### src/verilog/hbus_consts.svh
// HyperBus timing constants, counter width and AXI4-Lite bus widths
`ifndef HBUS_CONSTS_SVH
`define HBUS_CONSTS_SVH

// Initial access latency in clk cycles (1x)
`define HBUS_TACC 7

// Cycles the memory stays in reset after rst drops
`define HBUS_RESET_COUNT 4

// Cycles a read waits for each RWDS strobe
`define HBUS_TIMEOUT 16

// Minimum CS# high time between transactions
`define HBUS_IDLE_GAP 3

// Shared down-counter, wide enough for 2x latency and the timeout
`define HBUS_CNT_W 5

// AXI4-Lite
`define AXIL_ADDR_W 32
`define AXIL_DATA_W 32

`endif

### src/verilog/hbus_pkg.sv
// Shared types: bus vectors, controller request and response, controller states
`default_nettype none

`include "hbus_consts.svh"

package hbus_pkg;

    // One DQ beat, stands for a full DDR pair
    typedef logic [15:0] half_t;

    typedef logic [`AXIL_DATA_W-1:0] word_t;

    // Halfword address, even for every word access
    typedef logic [29:0] hw_addr_t;

    // Command/address, sent as three beats
    typedef logic [47:0] ca_t;

    typedef logic [`HBUS_CNT_W-1:0] cnt_t;

    typedef struct packed {
        logic     write;
        logic     reg_space;
        hw_addr_t hw_addr;
        word_t    wdata;
    } hbus_req_t;

    typedef struct packed {
        word_t rdata;
        logic  error;
    } hbus_rsp_t;

    typedef enum logic [2:0] {
        RESET,
        IDLE,
        COMMAND,
        LATENCY,
        READ,
        WRITE,
        GAP
    } ctrl_state_t;

endpackage

`default_nettype wire

### src/verilog/axil_slave_port.sv
// AXI4-Lite slave port turning one read or write into a controller request
`timescale 1ns/1ns
`default_nettype none

`include "hbus_consts.svh"

module axil_slave_port
    import hbus_pkg::*;
(
    input  logic                    clk,
    input  logic                    rst,
    input  logic [`AXIL_ADDR_W-1:0] s_awaddr_i,
    input  logic                    s_awvalid_i,
    output logic                    s_awready_o,
    input  logic [`AXIL_DATA_W-1:0] s_wdata_i,
    input  logic                    s_wvalid_i,
    output logic                    s_wready_o,
    output logic [1:0]              s_bresp_o,
    output logic                    s_bvalid_o,
    input  logic                    s_bready_i,
    input  logic [`AXIL_ADDR_W-1:0] s_araddr_i,
    input  logic                    s_arvalid_i,
    output logic                    s_arready_o,
    output logic [`AXIL_DATA_W-1:0] s_rdata_o,
    output logic [1:0]              s_rresp_o,
    output logic                    s_rvalid_o,
    input  logic                    s_rready_i,
    output logic                    req_valid_o,
    output hbus_req_t               req_o,
    input  logic                    done_i,
    input  hbus_rsp_t               rsp_i
);

    typedef enum logic [1:0] {
        P_IDLE,
        P_BUSY,
        P_RESP
    } port_state_t;

    port_state_t state;
    hbus_req_t   req_q;
    hbus_rsp_t   rsp_q;
    logic        take_rd;
    logic        take_wr;
    logic        rsp_taken;
    logic [1:0]  resp;

    // A read wins when both arrive together
    assign take_rd = (state == P_IDLE) && s_arvalid_i;
    assign take_wr = (state == P_IDLE) && s_awvalid_i && s_wvalid_i && !s_arvalid_i;

    assign s_arready_o = take_rd;
    assign s_awready_o = take_wr;
    assign s_wready_o  = take_wr;

    assign req_valid_o = (state == P_BUSY);
    assign req_o       = req_q;

    // SLVERR after a controller timeout
    assign resp       = rsp_q.error ? 2'b10 : 2'b00;
    assign s_bresp_o  = resp;
    assign s_rresp_o  = resp;
    assign s_rdata_o  = rsp_q.rdata;
    assign s_bvalid_o = (state == P_RESP) && req_q.write;
    assign s_rvalid_o = (state == P_RESP) && !req_q.write;
    assign rsp_taken  = req_q.write ? s_bready_i : s_rready_i;

    always_ff @(posedge clk or posedge rst) begin
        if (rst) begin
            state <= P_IDLE;
        end else begin
            case (state)
                P_IDLE: begin
                    if (take_rd || take_wr) begin
                        state <= P_BUSY;
                    end
                end
                P_BUSY: begin
                    if (done_i) begin
                        state <= P_RESP;
                    end
                end
                P_RESP: begin
                    // Held here under back-pressure
                    if (rsp_taken) begin
                        state <= P_IDLE;
                    end
                end
                default: begin
                    state <= P_IDLE;
                end
            endcase
        end
    end

    // Bit 31 picks register space, bits 30:2 give the word
    always_ff @(posedge clk) begin
        if (take_rd) begin
            req_q.write     <= 1'b0;
            req_q.reg_space <= s_araddr_i[`AXIL_ADDR_W-1];
            req_q.hw_addr   <= {s_araddr_i[`AXIL_ADDR_W-2:2], 1'b0};
        end else if (take_wr) begin
            req_q.write     <= 1'b1;
            req_q.reg_space <= s_awaddr_i[`AXIL_ADDR_W-1];
            req_q.hw_addr   <= {s_awaddr_i[`AXIL_ADDR_W-2:2], 1'b0};
            req_q.wdata     <= s_wdata_i;
        end
        if ((state == P_BUSY) && done_i) begin
            rsp_q <= rsp_i;
        end
    end

endmodule

`default_nettype wire

### src/verilog/hbus_arbiter.sv
// Round-robin arbiter sharing one HyperBus controller between two ports
`timescale 1ns/1ns
`default_nettype none

module hbus_arbiter
    import hbus_pkg::*;
(
    input  logic      clk,
    input  logic      rst,
    input  logic      req0_valid_i,
    input  hbus_req_t req0_i,
    output logic      done0_o,
    input  logic      req1_valid_i,
    input  hbus_req_t req1_i,
    output logic      done1_o,
    output hbus_rsp_t rsp_o,
    output logic      ctrl_req_valid_o,
    output hbus_req_t ctrl_req_o,
    input  logic      ctrl_done_i,
    input  hbus_rsp_t ctrl_rsp_i
);

    logic busy;
    // Current owner, and the last winner once the grant is released
    logic owner;
    logic pick;

    // Alternate when both ask, otherwise take whichever asks
    assign pick = (req0_valid_i && req1_valid_i) ? !owner : req1_valid_i;

    always_ff @(posedge clk or posedge rst) begin
        if (rst) begin
            busy  <= 1'b0;
            // Port 0 goes first after reset
            owner <= 1'b1;
        end else if (!busy) begin
            if (req0_valid_i || req1_valid_i) begin
                busy  <= 1'b1;
                owner <= pick;
            end
        end else if (ctrl_done_i) begin
            busy <= 1'b0;
        end
    end

    assign ctrl_req_valid_o = busy && (owner ? req1_valid_i : req0_valid_i);
    assign ctrl_req_o       = owner ? req1_i : req0_i;

    // Only the owner sees done, so the response can be shared
    assign done0_o = busy && !owner && ctrl_done_i;
    assign done1_o = busy && owner && ctrl_done_i;
    assign rsp_o   = ctrl_rsp_i;

endmodule

`default_nettype wire

### src/verilog/hbus_ctrl.sv
// HyperBus controller FSM: memory reset, command, latency, data beats, read timeout
`timescale 1ns/1ns
`default_nettype none

`include "hbus_consts.svh"

module hbus_ctrl
    import hbus_pkg::*;
(
    input  logic      clk,
    input  logic      rst,
    input  logic      req_valid_i,
    input  hbus_req_t req_i,
    output logic      done_o,
    output hbus_rsp_t rsp_o,
    output logic      hbus_ck_o,
    output logic      hbus_csn_o,
    output logic      hbus_rstn_o,
    output half_t     hbus_dq_o,
    output logic      hbus_dq_oe_o,
    input  half_t     hbus_dq_i,
    output logic      hbus_rwds_o,
    output logic      hbus_rwds_oe_o,
    input  logic      hbus_rwds_i
);

    ctrl_state_t state;
    // One counter for reset, command, latency, timeout and gap
    cnt_t        cnt;
    ca_t         ca;
    ca_t         ca_next;
    logic        clk_oe;
    logic        beat;
    logic        is_write;
    word_t       wdata_q;
    word_t       rdata_q;
    logic        err_q;
    logic        done_q;
    logic        accept;
    logic        rd_strobe;
    logic        rd_timeout;
    logic        finish;

    // R/W#, address space, linear burst, then the split halfword address
    assign ca_next = {!req_i.write, req_i.reg_space, 1'b1,
                      2'b00, req_i.hw_addr[29:3],
                      13'd0, req_i.hw_addr[2:0]};

    assign accept     = (state == IDLE) && req_valid_i;
    assign rd_strobe  = (state == READ) && hbus_rwds_i;
    assign rd_timeout = (state == READ) && !hbus_rwds_i && (cnt == '0);
    assign finish     = ((state == WRITE) && beat) || (rd_strobe && beat) || rd_timeout;

    assign hbus_rstn_o = (state != RESET);
    assign hbus_csn_o  = (state == RESET) || (state == IDLE) || (state == GAP);
    assign hbus_ck_o   = clk && clk_oe;

    assign hbus_dq_oe_o = (state == COMMAND) || (state == WRITE);
    // Low half first, it belongs at the even halfword
    assign hbus_dq_o    = (state == WRITE) ? (beat ? wdata_q[31:16] : wdata_q[15:0])
                                           : ca[47:32];

    // RWDS low during data means no byte is masked
    assign hbus_rwds_oe_o = (state == WRITE);
    assign hbus_rwds_o    = 1'b0;

    assign done_o = done_q;
    assign rsp_o  = '{rdata: rdata_q, error: err_q};

    always_ff @(posedge clk or posedge rst) begin
        if (rst) begin
            state  <= RESET;
            cnt    <= cnt_t'(`HBUS_RESET_COUNT - 1);
            clk_oe <= 1'b0;
            beat   <= 1'b0;
            done_q <= 1'b0;
        end else begin
            done_q <= 1'b0;
            case (state)
                RESET: begin
                    cnt <= cnt - 1'b1;
                    if (cnt == '0) begin
                        state <= IDLE;
                    end
                end
                IDLE: begin
                    if (accept) begin
                        // Three beats of command/address
                        cnt    <= cnt_t'(2);
                        clk_oe <= 1'b1;
                        state  <= COMMAND;
                    end
                end
                COMMAND: begin
                    cnt <= cnt - 1'b1;
                    if (cnt == '0) begin
                        // Memory holds RWDS high to ask for 2x latency
                        if (hbus_rwds_i) begin
                            cnt <= cnt_t'(2 * `HBUS_TACC - 1);
                        end else begin
                            cnt <= cnt_t'(`HBUS_TACC - 1);
                        end
                        state <= LATENCY;
                    end
                end
                LATENCY: begin
                    cnt <= cnt - 1'b1;
                    if (cnt == '0) begin
                        beat  <= 1'b0;
                        cnt   <= cnt_t'(`HBUS_TIMEOUT - 1);
                        state <= is_write ? WRITE : READ;
                    end
                end
                WRITE: begin
                    beat <= !beat;
                end
                READ: begin
                    cnt <= cnt - 1'b1;
                    // Timeout restarts for each beat
                    if (rd_strobe) begin
                        beat <= 1'b1;
                        cnt  <= cnt_t'(`HBUS_TIMEOUT - 1);
                    end
                end
                GAP: begin
                    cnt <= cnt - 1'b1;
                    if (cnt == '0) begin
                        state <= IDLE;
                    end
                end
                default: begin
                    cnt   <= cnt_t'(`HBUS_RESET_COUNT - 1);
                    state <= RESET;
                end
            endcase

            // Last beat or timeout, then CS# goes high
            if (finish) begin
                done_q <= 1'b1;
                clk_oe <= 1'b0;
                cnt    <= cnt_t'(`HBUS_IDLE_GAP - 1);
                state  <= GAP;
            end
        end
    end

    always_ff @(posedge clk) begin
        if (accept) begin
            ca       <= ca_next;
            is_write <= req_i.write;
            wdata_q  <= req_i.wdata;
        end else if (state == COMMAND) begin
            ca <= ca << 16;
        end
        if (rd_strobe) begin
            if (beat) begin
                rdata_q[31:16] <= hbus_dq_i;
            end else begin
                rdata_q[15:0] <= hbus_dq_i;
            end
        end
        if (finish) begin
            err_q <= rd_timeout;
        end
    end

endmodule

`default_nettype wire

### src/verilog/hbus_top.sv
// Top level: two AXI4-Lite ports, round-robin arbiter and HyperBus controller
`timescale 1ns/1ns
`default_nettype none

`include "hbus_consts.svh"

module hbus_top
    import hbus_pkg::*;
(
    input  logic                    clk,
    input  logic                    rst,
    input  logic [`AXIL_ADDR_W-1:0] s0_awaddr_i,
    input  logic                    s0_awvalid_i,
    output logic                    s0_awready_o,
    input  logic [`AXIL_DATA_W-1:0] s0_wdata_i,
    input  logic                    s0_wvalid_i,
    output logic                    s0_wready_o,
    output logic [1:0]              s0_bresp_o,
    output logic                    s0_bvalid_o,
    input  logic                    s0_bready_i,
    input  logic [`AXIL_ADDR_W-1:0] s0_araddr_i,
    input  logic                    s0_arvalid_i,
    output logic                    s0_arready_o,
    output logic [`AXIL_DATA_W-1:0] s0_rdata_o,
    output logic [1:0]              s0_rresp_o,
    output logic                    s0_rvalid_o,
    input  logic                    s0_rready_i,
    input  logic [`AXIL_ADDR_W-1:0] s1_awaddr_i,
    input  logic                    s1_awvalid_i,
    output logic                    s1_awready_o,
    input  logic [`AXIL_DATA_W-1:0] s1_wdata_i,
    input  logic                    s1_wvalid_i,
    output logic                    s1_wready_o,
    output logic [1:0]              s1_bresp_o,
    output logic                    s1_bvalid_o,
    input  logic                    s1_bready_i,
    input  logic [`AXIL_ADDR_W-1:0] s1_araddr_i,
    input  logic                    s1_arvalid_i,
    output logic                    s1_arready_o,
    output logic [`AXIL_DATA_W-1:0] s1_rdata_o,
    output logic [1:0]              s1_rresp_o,
    output logic                    s1_rvalid_o,
    input  logic                    s1_rready_i,
    output logic                    hbus_ck_o,
    output logic                    hbus_csn_o,
    output logic                    hbus_rstn_o,
    output half_t                   hbus_dq_o,
    output logic                    hbus_dq_oe_o,
    input  half_t                   hbus_dq_i,
    output logic                    hbus_rwds_o,
    output logic                    hbus_rwds_oe_o,
    input  logic                    hbus_rwds_i
);

    logic      req0_valid;
    hbus_req_t req0;
    logic      done0;
    logic      req1_valid;
    hbus_req_t req1;
    logic      done1;
    hbus_rsp_t rsp;
    logic      ctrl_req_valid;
    hbus_req_t ctrl_req;
    logic      ctrl_done;
    hbus_rsp_t ctrl_rsp;

    axil_slave_port u_port0 (
        .clk         (clk),
        .rst         (rst),
        .s_awaddr_i  (s0_awaddr_i),  .s_awvalid_i (s0_awvalid_i),
        .s_awready_o (s0_awready_o),
        .s_wdata_i   (s0_wdata_i),   .s_wvalid_i  (s0_wvalid_i),
        .s_wready_o  (s0_wready_o),
        .s_bresp_o   (s0_bresp_o),   .s_bvalid_o  (s0_bvalid_o),
        .s_bready_i  (s0_bready_i),
        .s_araddr_i  (s0_araddr_i),  .s_arvalid_i (s0_arvalid_i),
        .s_arready_o (s0_arready_o),
        .s_rdata_o   (s0_rdata_o),   .s_rresp_o   (s0_rresp_o),
        .s_rvalid_o  (s0_rvalid_o),  .s_rready_i  (s0_rready_i),
        .req_valid_o (req0_valid),   .req_o       (req0),
        .done_i      (done0),        .rsp_i       (rsp)
    );

    axil_slave_port u_port1 (
        .clk         (clk),
        .rst         (rst),
        .s_awaddr_i  (s1_awaddr_i),  .s_awvalid_i (s1_awvalid_i),
        .s_awready_o (s1_awready_o),
        .s_wdata_i   (s1_wdata_i),   .s_wvalid_i  (s1_wvalid_i),
        .s_wready_o  (s1_wready_o),
        .s_bresp_o   (s1_bresp_o),   .s_bvalid_o  (s1_bvalid_o),
        .s_bready_i  (s1_bready_i),
        .s_araddr_i  (s1_araddr_i),  .s_arvalid_i (s1_arvalid_i),
        .s_arready_o (s1_arready_o),
        .s_rdata_o   (s1_rdata_o),   .s_rresp_o   (s1_rresp_o),
        .s_rvalid_o  (s1_rvalid_o),  .s_rready_i  (s1_rready_i),
        .req_valid_o (req1_valid),   .req_o       (req1),
        .done_i      (done1),        .rsp_i       (rsp)
    );

    hbus_arbiter u_arb (
        .clk              (clk),
        .rst              (rst),
        .req0_valid_i     (req0_valid),
        .req0_i           (req0),
        .done0_o          (done0),
        .req1_valid_i     (req1_valid),
        .req1_i           (req1),
        .done1_o          (done1),
        .rsp_o            (rsp),
        .ctrl_req_valid_o (ctrl_req_valid),
        .ctrl_req_o       (ctrl_req),
        .ctrl_done_i      (ctrl_done),
        .ctrl_rsp_i       (ctrl_rsp)
    );

    hbus_ctrl u_ctrl (
        .clk            (clk),
        .rst            (rst),
        .req_valid_i    (ctrl_req_valid),
        .req_i          (ctrl_req),
        .done_o         (ctrl_done),
        .rsp_o          (ctrl_rsp),
        .hbus_ck_o      (hbus_ck_o),
        .hbus_csn_o     (hbus_csn_o),
        .hbus_rstn_o    (hbus_rstn_o),
        .hbus_dq_o      (hbus_dq_o),
        .hbus_dq_oe_o   (hbus_dq_oe_o),
        .hbus_dq_i      (hbus_dq_i),
        .hbus_rwds_o    (hbus_rwds_o),
        .hbus_rwds_oe_o (hbus_rwds_oe_o),
        .hbus_rwds_i    (hbus_rwds_i)
    );

endmodule

`default_nettype wire

### config.mk
export PLATFORM = sky130hd
export DESIGN_NAME = hbus_top
export DESIGN_NICKNAME = d
export VERILOG_FILES = /design/src/verilog/hbus_pkg.sv /design/src/verilog/axil_slave_port.sv /design/src/verilog/hbus_arbiter.sv /design/src/verilog/hbus_ctrl.sv /design/src/verilog/hbus_top.sv
export VERILOG_INCLUDE_DIRS = /design/src /design/src/verilog
export SDC_FILE = /design/constraint.sdc
export NUM_CORES = 1
export LEC_CHECK = 0
export BUFFER_PORTS_ARGS = -buffer_cell sky130_fd_sc_hd__buf_2
export CORE_MARGIN = 2
export CORE_UTILIZATION = 52
export CTS_CLUSTER_DIAMETER = 50
export DETAILED_ROUTE_END_ITERATION = 8
export PLACE_DENSITY_LB_ADDON = 0.25
export SETUP_SLACK_MARGIN = 0.05
export SYNTH_ARGS = -nofsm -noshare
export SYNTH_HDL_FRONTEND = slang
export SYNTH_SLANG_ARGS = --single-unit
### constraint.sdc
create_clock -name clk -period 5.45 [get_ports clk]
set_clock_uncertainty 0.2 [all_clocks]
set_input_delay 1.09 -clock clk [delete_from_list [all_inputs] [get_ports clk]]
set_output_delay 1.09 -clock clk [all_outputs]
set_load 0.1 [all_outputs]
# Word-level counts from Yosys, hierarchy flattened
# Index checks and enable logic that the tools add are counted.
# totals
input_bits,221
word_cells,171
out_inout_bits,104
ff_bits,310
# classes
n_addsub,1
mux,47
reduce_logical,67
n_bitwise,4
eq_ne,24
# ops
operator,count
$mux W63,2
$mux W48,2
$mux W64,1
$mux W31,2
$mux W16,2
$pmux W5 S6,1
$logic_and A1 B1 Y1,27
$mux W5,5
$mux W2,8
$mux W3,5
$pmux W3 S5,1
$mux W1,14
$reduce_and A2 Y1,7
$ne A2 B1 Y1 const B,6
$pmux W2 S3,2
$reduce_bool A2 Y1,5
$eq A3 B3 Y1 const B,3
$ne A3 B1 Y1 const B,3
$reduce_and A3 Y1,3
$logic_not A1 Y1,8
$logic_or A1 B1 Y1,8
$ne A2 B2 Y1 const B,4
$eq A3 B2 Y1 const B,2
$reduce_bool A3 Y1,2
13 further kinds,20

# Longest topological paths before layout
# depth
ltp_word,7
mapped_depth,7
mapped_depth_nobuf,6

# By module
# From an unflattened synthesis, not the netlist that was laid out.
# unflattened
cells_unflattened,767
hier_area_um2,12736.0
# by_module_without_submodules
mod,instances,seq_area_each_um2,cells_per_inst,area_each_um2
axil_slave_port,2,2922.8,164,3505.9
hbus_ctrl,1,3280.6,322,4554.4
hbus_arbiter,1,51.3,117,1169.9

==> impl_metrics.ini <==
[outcome]
status = finished clean

[logic_synthesis]
synthFlopType = edfxtp_1
postSynth.asyncResetShare_pct = 5.502
synth_edf_count = 287
ys_seq_elements = 309
yosysSeqAreaShare_pct = 76.39
syn_inst = 728
ys_types = 57
postSynthAreaPerCell_sq_um = 16.45
synth_area_sq_mm = 0.01198
ys_warn_count = 0

[worst_hold_path]
min_path_cells = 0
hp-class = reg2reg
hold-path-endpoint = u_port0.s_rdata_o[25]$_DFFE_PP_
hp-start = u_ctrl.rdata_q[25]$_DFFE_PP_

[floorplan]
die-area_sq_mm = 0.02426
dieHeight_microns = 155.8
rows = 55
die_w_microns = 155.8
io_pins = 325
start_util_pct = 52.89
core_region_area_sq_mm = 0.02264

[grt]
track_usage_pct = 21.31
grt_pass1_vias = 7138
grt_max_degree = 72
antenna_found_initial = 3
grt_pass1_wl_mm = 39.13
gr-total-overflow = 0

[clocking]
clkSlewWorstSetupHoldPaths_ns = 0.06
postCtsSetupBuffers = 0
cts_resized = 0
cts_tree = built
hold_buffers = 0
clkLatencyLatePin_ns = 0.65

[drt]
routed_via_density = 5.302
drtAntennaViolNets = 0
drt_iter0_drc = 369
post_drt_wl_per_cell_microns = 19.20
via_count = 7190
drc = 0
first_pass_iters = 5
routed_wl_mm = 26.03

[sta]
slew_headroom_pct = 34.33
slew_violations = 0
rsz0062_at_grt = no
fin_setup_tns_ns = 0
worst_slew_pin_slew_ns = 0.9825
setup_viol = 0
hold_viol_final = 0

[pwr]
comb_power_share_pct = 26.1
seqPwrFrac_pct = 43.6
ir_drop_uv = 340.4
clkPwrFrac_pct = 30.2
p_switching_w = 0.002703
power_w = 0.007807
p_leak_nw = 5.906
power.density_mw_per_mm2 = 521.1
p_int_w = 0.005104
swShare_pct = 34.62

[critical_path]
reg2reg_slack_ns = 2.27
crit_path_start_kind = clock port
path_max_fanout = 2
timing.rr.end = u_ctrl.ca[21]$_DFFE_PP_
cp.required_ns = 4.16
regToRegStartpoint = u_arb.owner$_DFFE_PP1P_
cp_data_arrival_time_ns = 3.40
path_class = clk2out
reg2regPathDepth = 5
cp-end-kind = output port

[cells_and_area]
fillers = 1613
final_cell_area_sq_mm = 0.01498
multi_input_area_sq_mm = 0.002616
final_common_cell = buf_2
syn2layout_area_growth_pct = 25.10
utilization_pct = 66.17
drive_above_1_share_pct = 40.77
fin_nets = 1265
final_cell_mix = 311 x buf_2, 287 x edfxtp_1, 60 x a22o_1
regArea_sq_mm = 0.009151

[placement]
routabilityCongestion = 0.8087
io_buffer_count = 311
dp_hpwl_mm = 18.23
placed_area_sq_mm = 0.01382

[flow_run]
drv_cap = 0
[cells by family after synthesis]
kind of cell | after synthesis | synth area share [%]
other | 1 | 0.03131
XOR/XNOR | 1 | 0.07315
AO/OA/AOI/OAI | 139 | 8.390
adder cells (fa/ha/maj) | 1 | 0.1045
buffers and inverters | 58 | 2.351
AND/OR/NAND/NOR | 139 | 5.621
flip-flops | 309 | 76.39
multiplexers | 80 | 7.042
[state kept, by name (all words and copies together), names as in the netlist, 2 cells and up]
name / flops
u_port0.state: 2
u_ctrl.ca: 34
u_ctrl.cnt: 5
u_port1.req_o: 63
u_port0.s_rdata_o: 32
u_ctrl.state: 3
u_port1.s_rdata_o: 32
u_port0.req_o: 63
u_ctrl.wdata_q: 32
u_port1.state: 2
u_ctrl.rdata_q: 32
[metrics by stage]
step           instances  hold WS, ns  worst slack [ns]
2_1_floorplan        732       0.2215            0.5352
3_5_place_dp        1292       0.2290             1.027
3_3_place_gp        1292       0.2243             1.027
5_1_grt             1354       0.2467            0.6753
4_1_cts             1352       0.2435            0.7534
6_report            1356       0.2436            0.7589
[cell type report]
cell class,instances,area share [%]
antenna,4,0.06682
clock buffer,37,5.763
clock inverter,24,1.979
inverter,8,0.2005
multi-input combinational,365,17.46
sequential,309,61.09
tap,285,2.380
timing repair buffer,324,11.06
[worst max-delay path by stage]
stage | slack [ns] | to | cells past startpoint | startpoint
5_1_grt | 0.68 | hbus_dq_o[0] | 5 | u_ctrl.state[0]$_DFFE_PP0P_
4_1_cts | 0.75 | hbus_ck_o | 4 | clk
2_1_floorplan | 0.54 | u_port0.req_o[0]$_DFFE_PP_ | 1 | s0_arvalid_i
3_5_place_dp | 1.03 | hbus_ck_o | 2 | clk
6_report | 0.76 | hbus_ck_o | 4 | clk
3_3_place_gp | 1.03 | hbus_ck_o | 2 | clk
[critical path: stages]
cell and delay (ns):
clkbuf_16 0.12, clkbuf_16 0.13, and2_1 0.14, buf_2 0.28
[routing by layer]
layer | GRT usage, % | routed length (microns) | part of all wire, % | up-vias
met5 | 0 | 0 | 0 | -
met4 | 7.733 | 789 | 3.0 | 0
met3 | 3.806 | 1843 | 7.1 | 49
met2 | 36.96 | 13000 | 50 | 330
met1 | 27.10 | 10400 | 40 | 3375
li1 | - | - | - | 3436
[cells in the mapped netlist, types with 4 or more instances]
cell type | instances | area share [%]
dfxtp_1 | 5 | 0.84
buf_2 | 6 | 0.25
nand3_1 | 4 | 0.17
clkbuf_1 | 30 | 0.94
o21ai_0 | 44 | 1.8
nand2b_1 | 10 | 0.52
dfrtp_1 | 14 | 2.9
nor4_1 | 5 | 0.26
nor2_1 | 37 | 1.2
mux2_2 | 34 | 3.2
edfxtp_1 | 287 | 72
a22o_1 | 60 | 4.4
buf_4 | 9 | 0.56
a21oi_1 | 9 | 0.38
nor3b_1 | 4 | 0.25
nor3_1 | 5 | 0.21
inv_1 | 8 | 0.25
mux2i_1 | 46 | 3.8
nand2_1 | 56 | 1.8
[power by group through the flow]
stage | Sequential, W | Clock, W | Combinational, W
global placement | 0.00346 | 0.0000375 | 0.00203
floorplan | 0.00332 | 0.0000341 | 0.00166
detailed placement | 0.00346 | 0.0000375 | 0.00205
CTS | 0.00341 | 0.00240 | 0.00206
finish | 0.00341 | 0.00236 | 0.00204
global route | 0.00346 | 0.00249 | 0.00219
No activity file was read; power rests on OpenSTA's default activity.
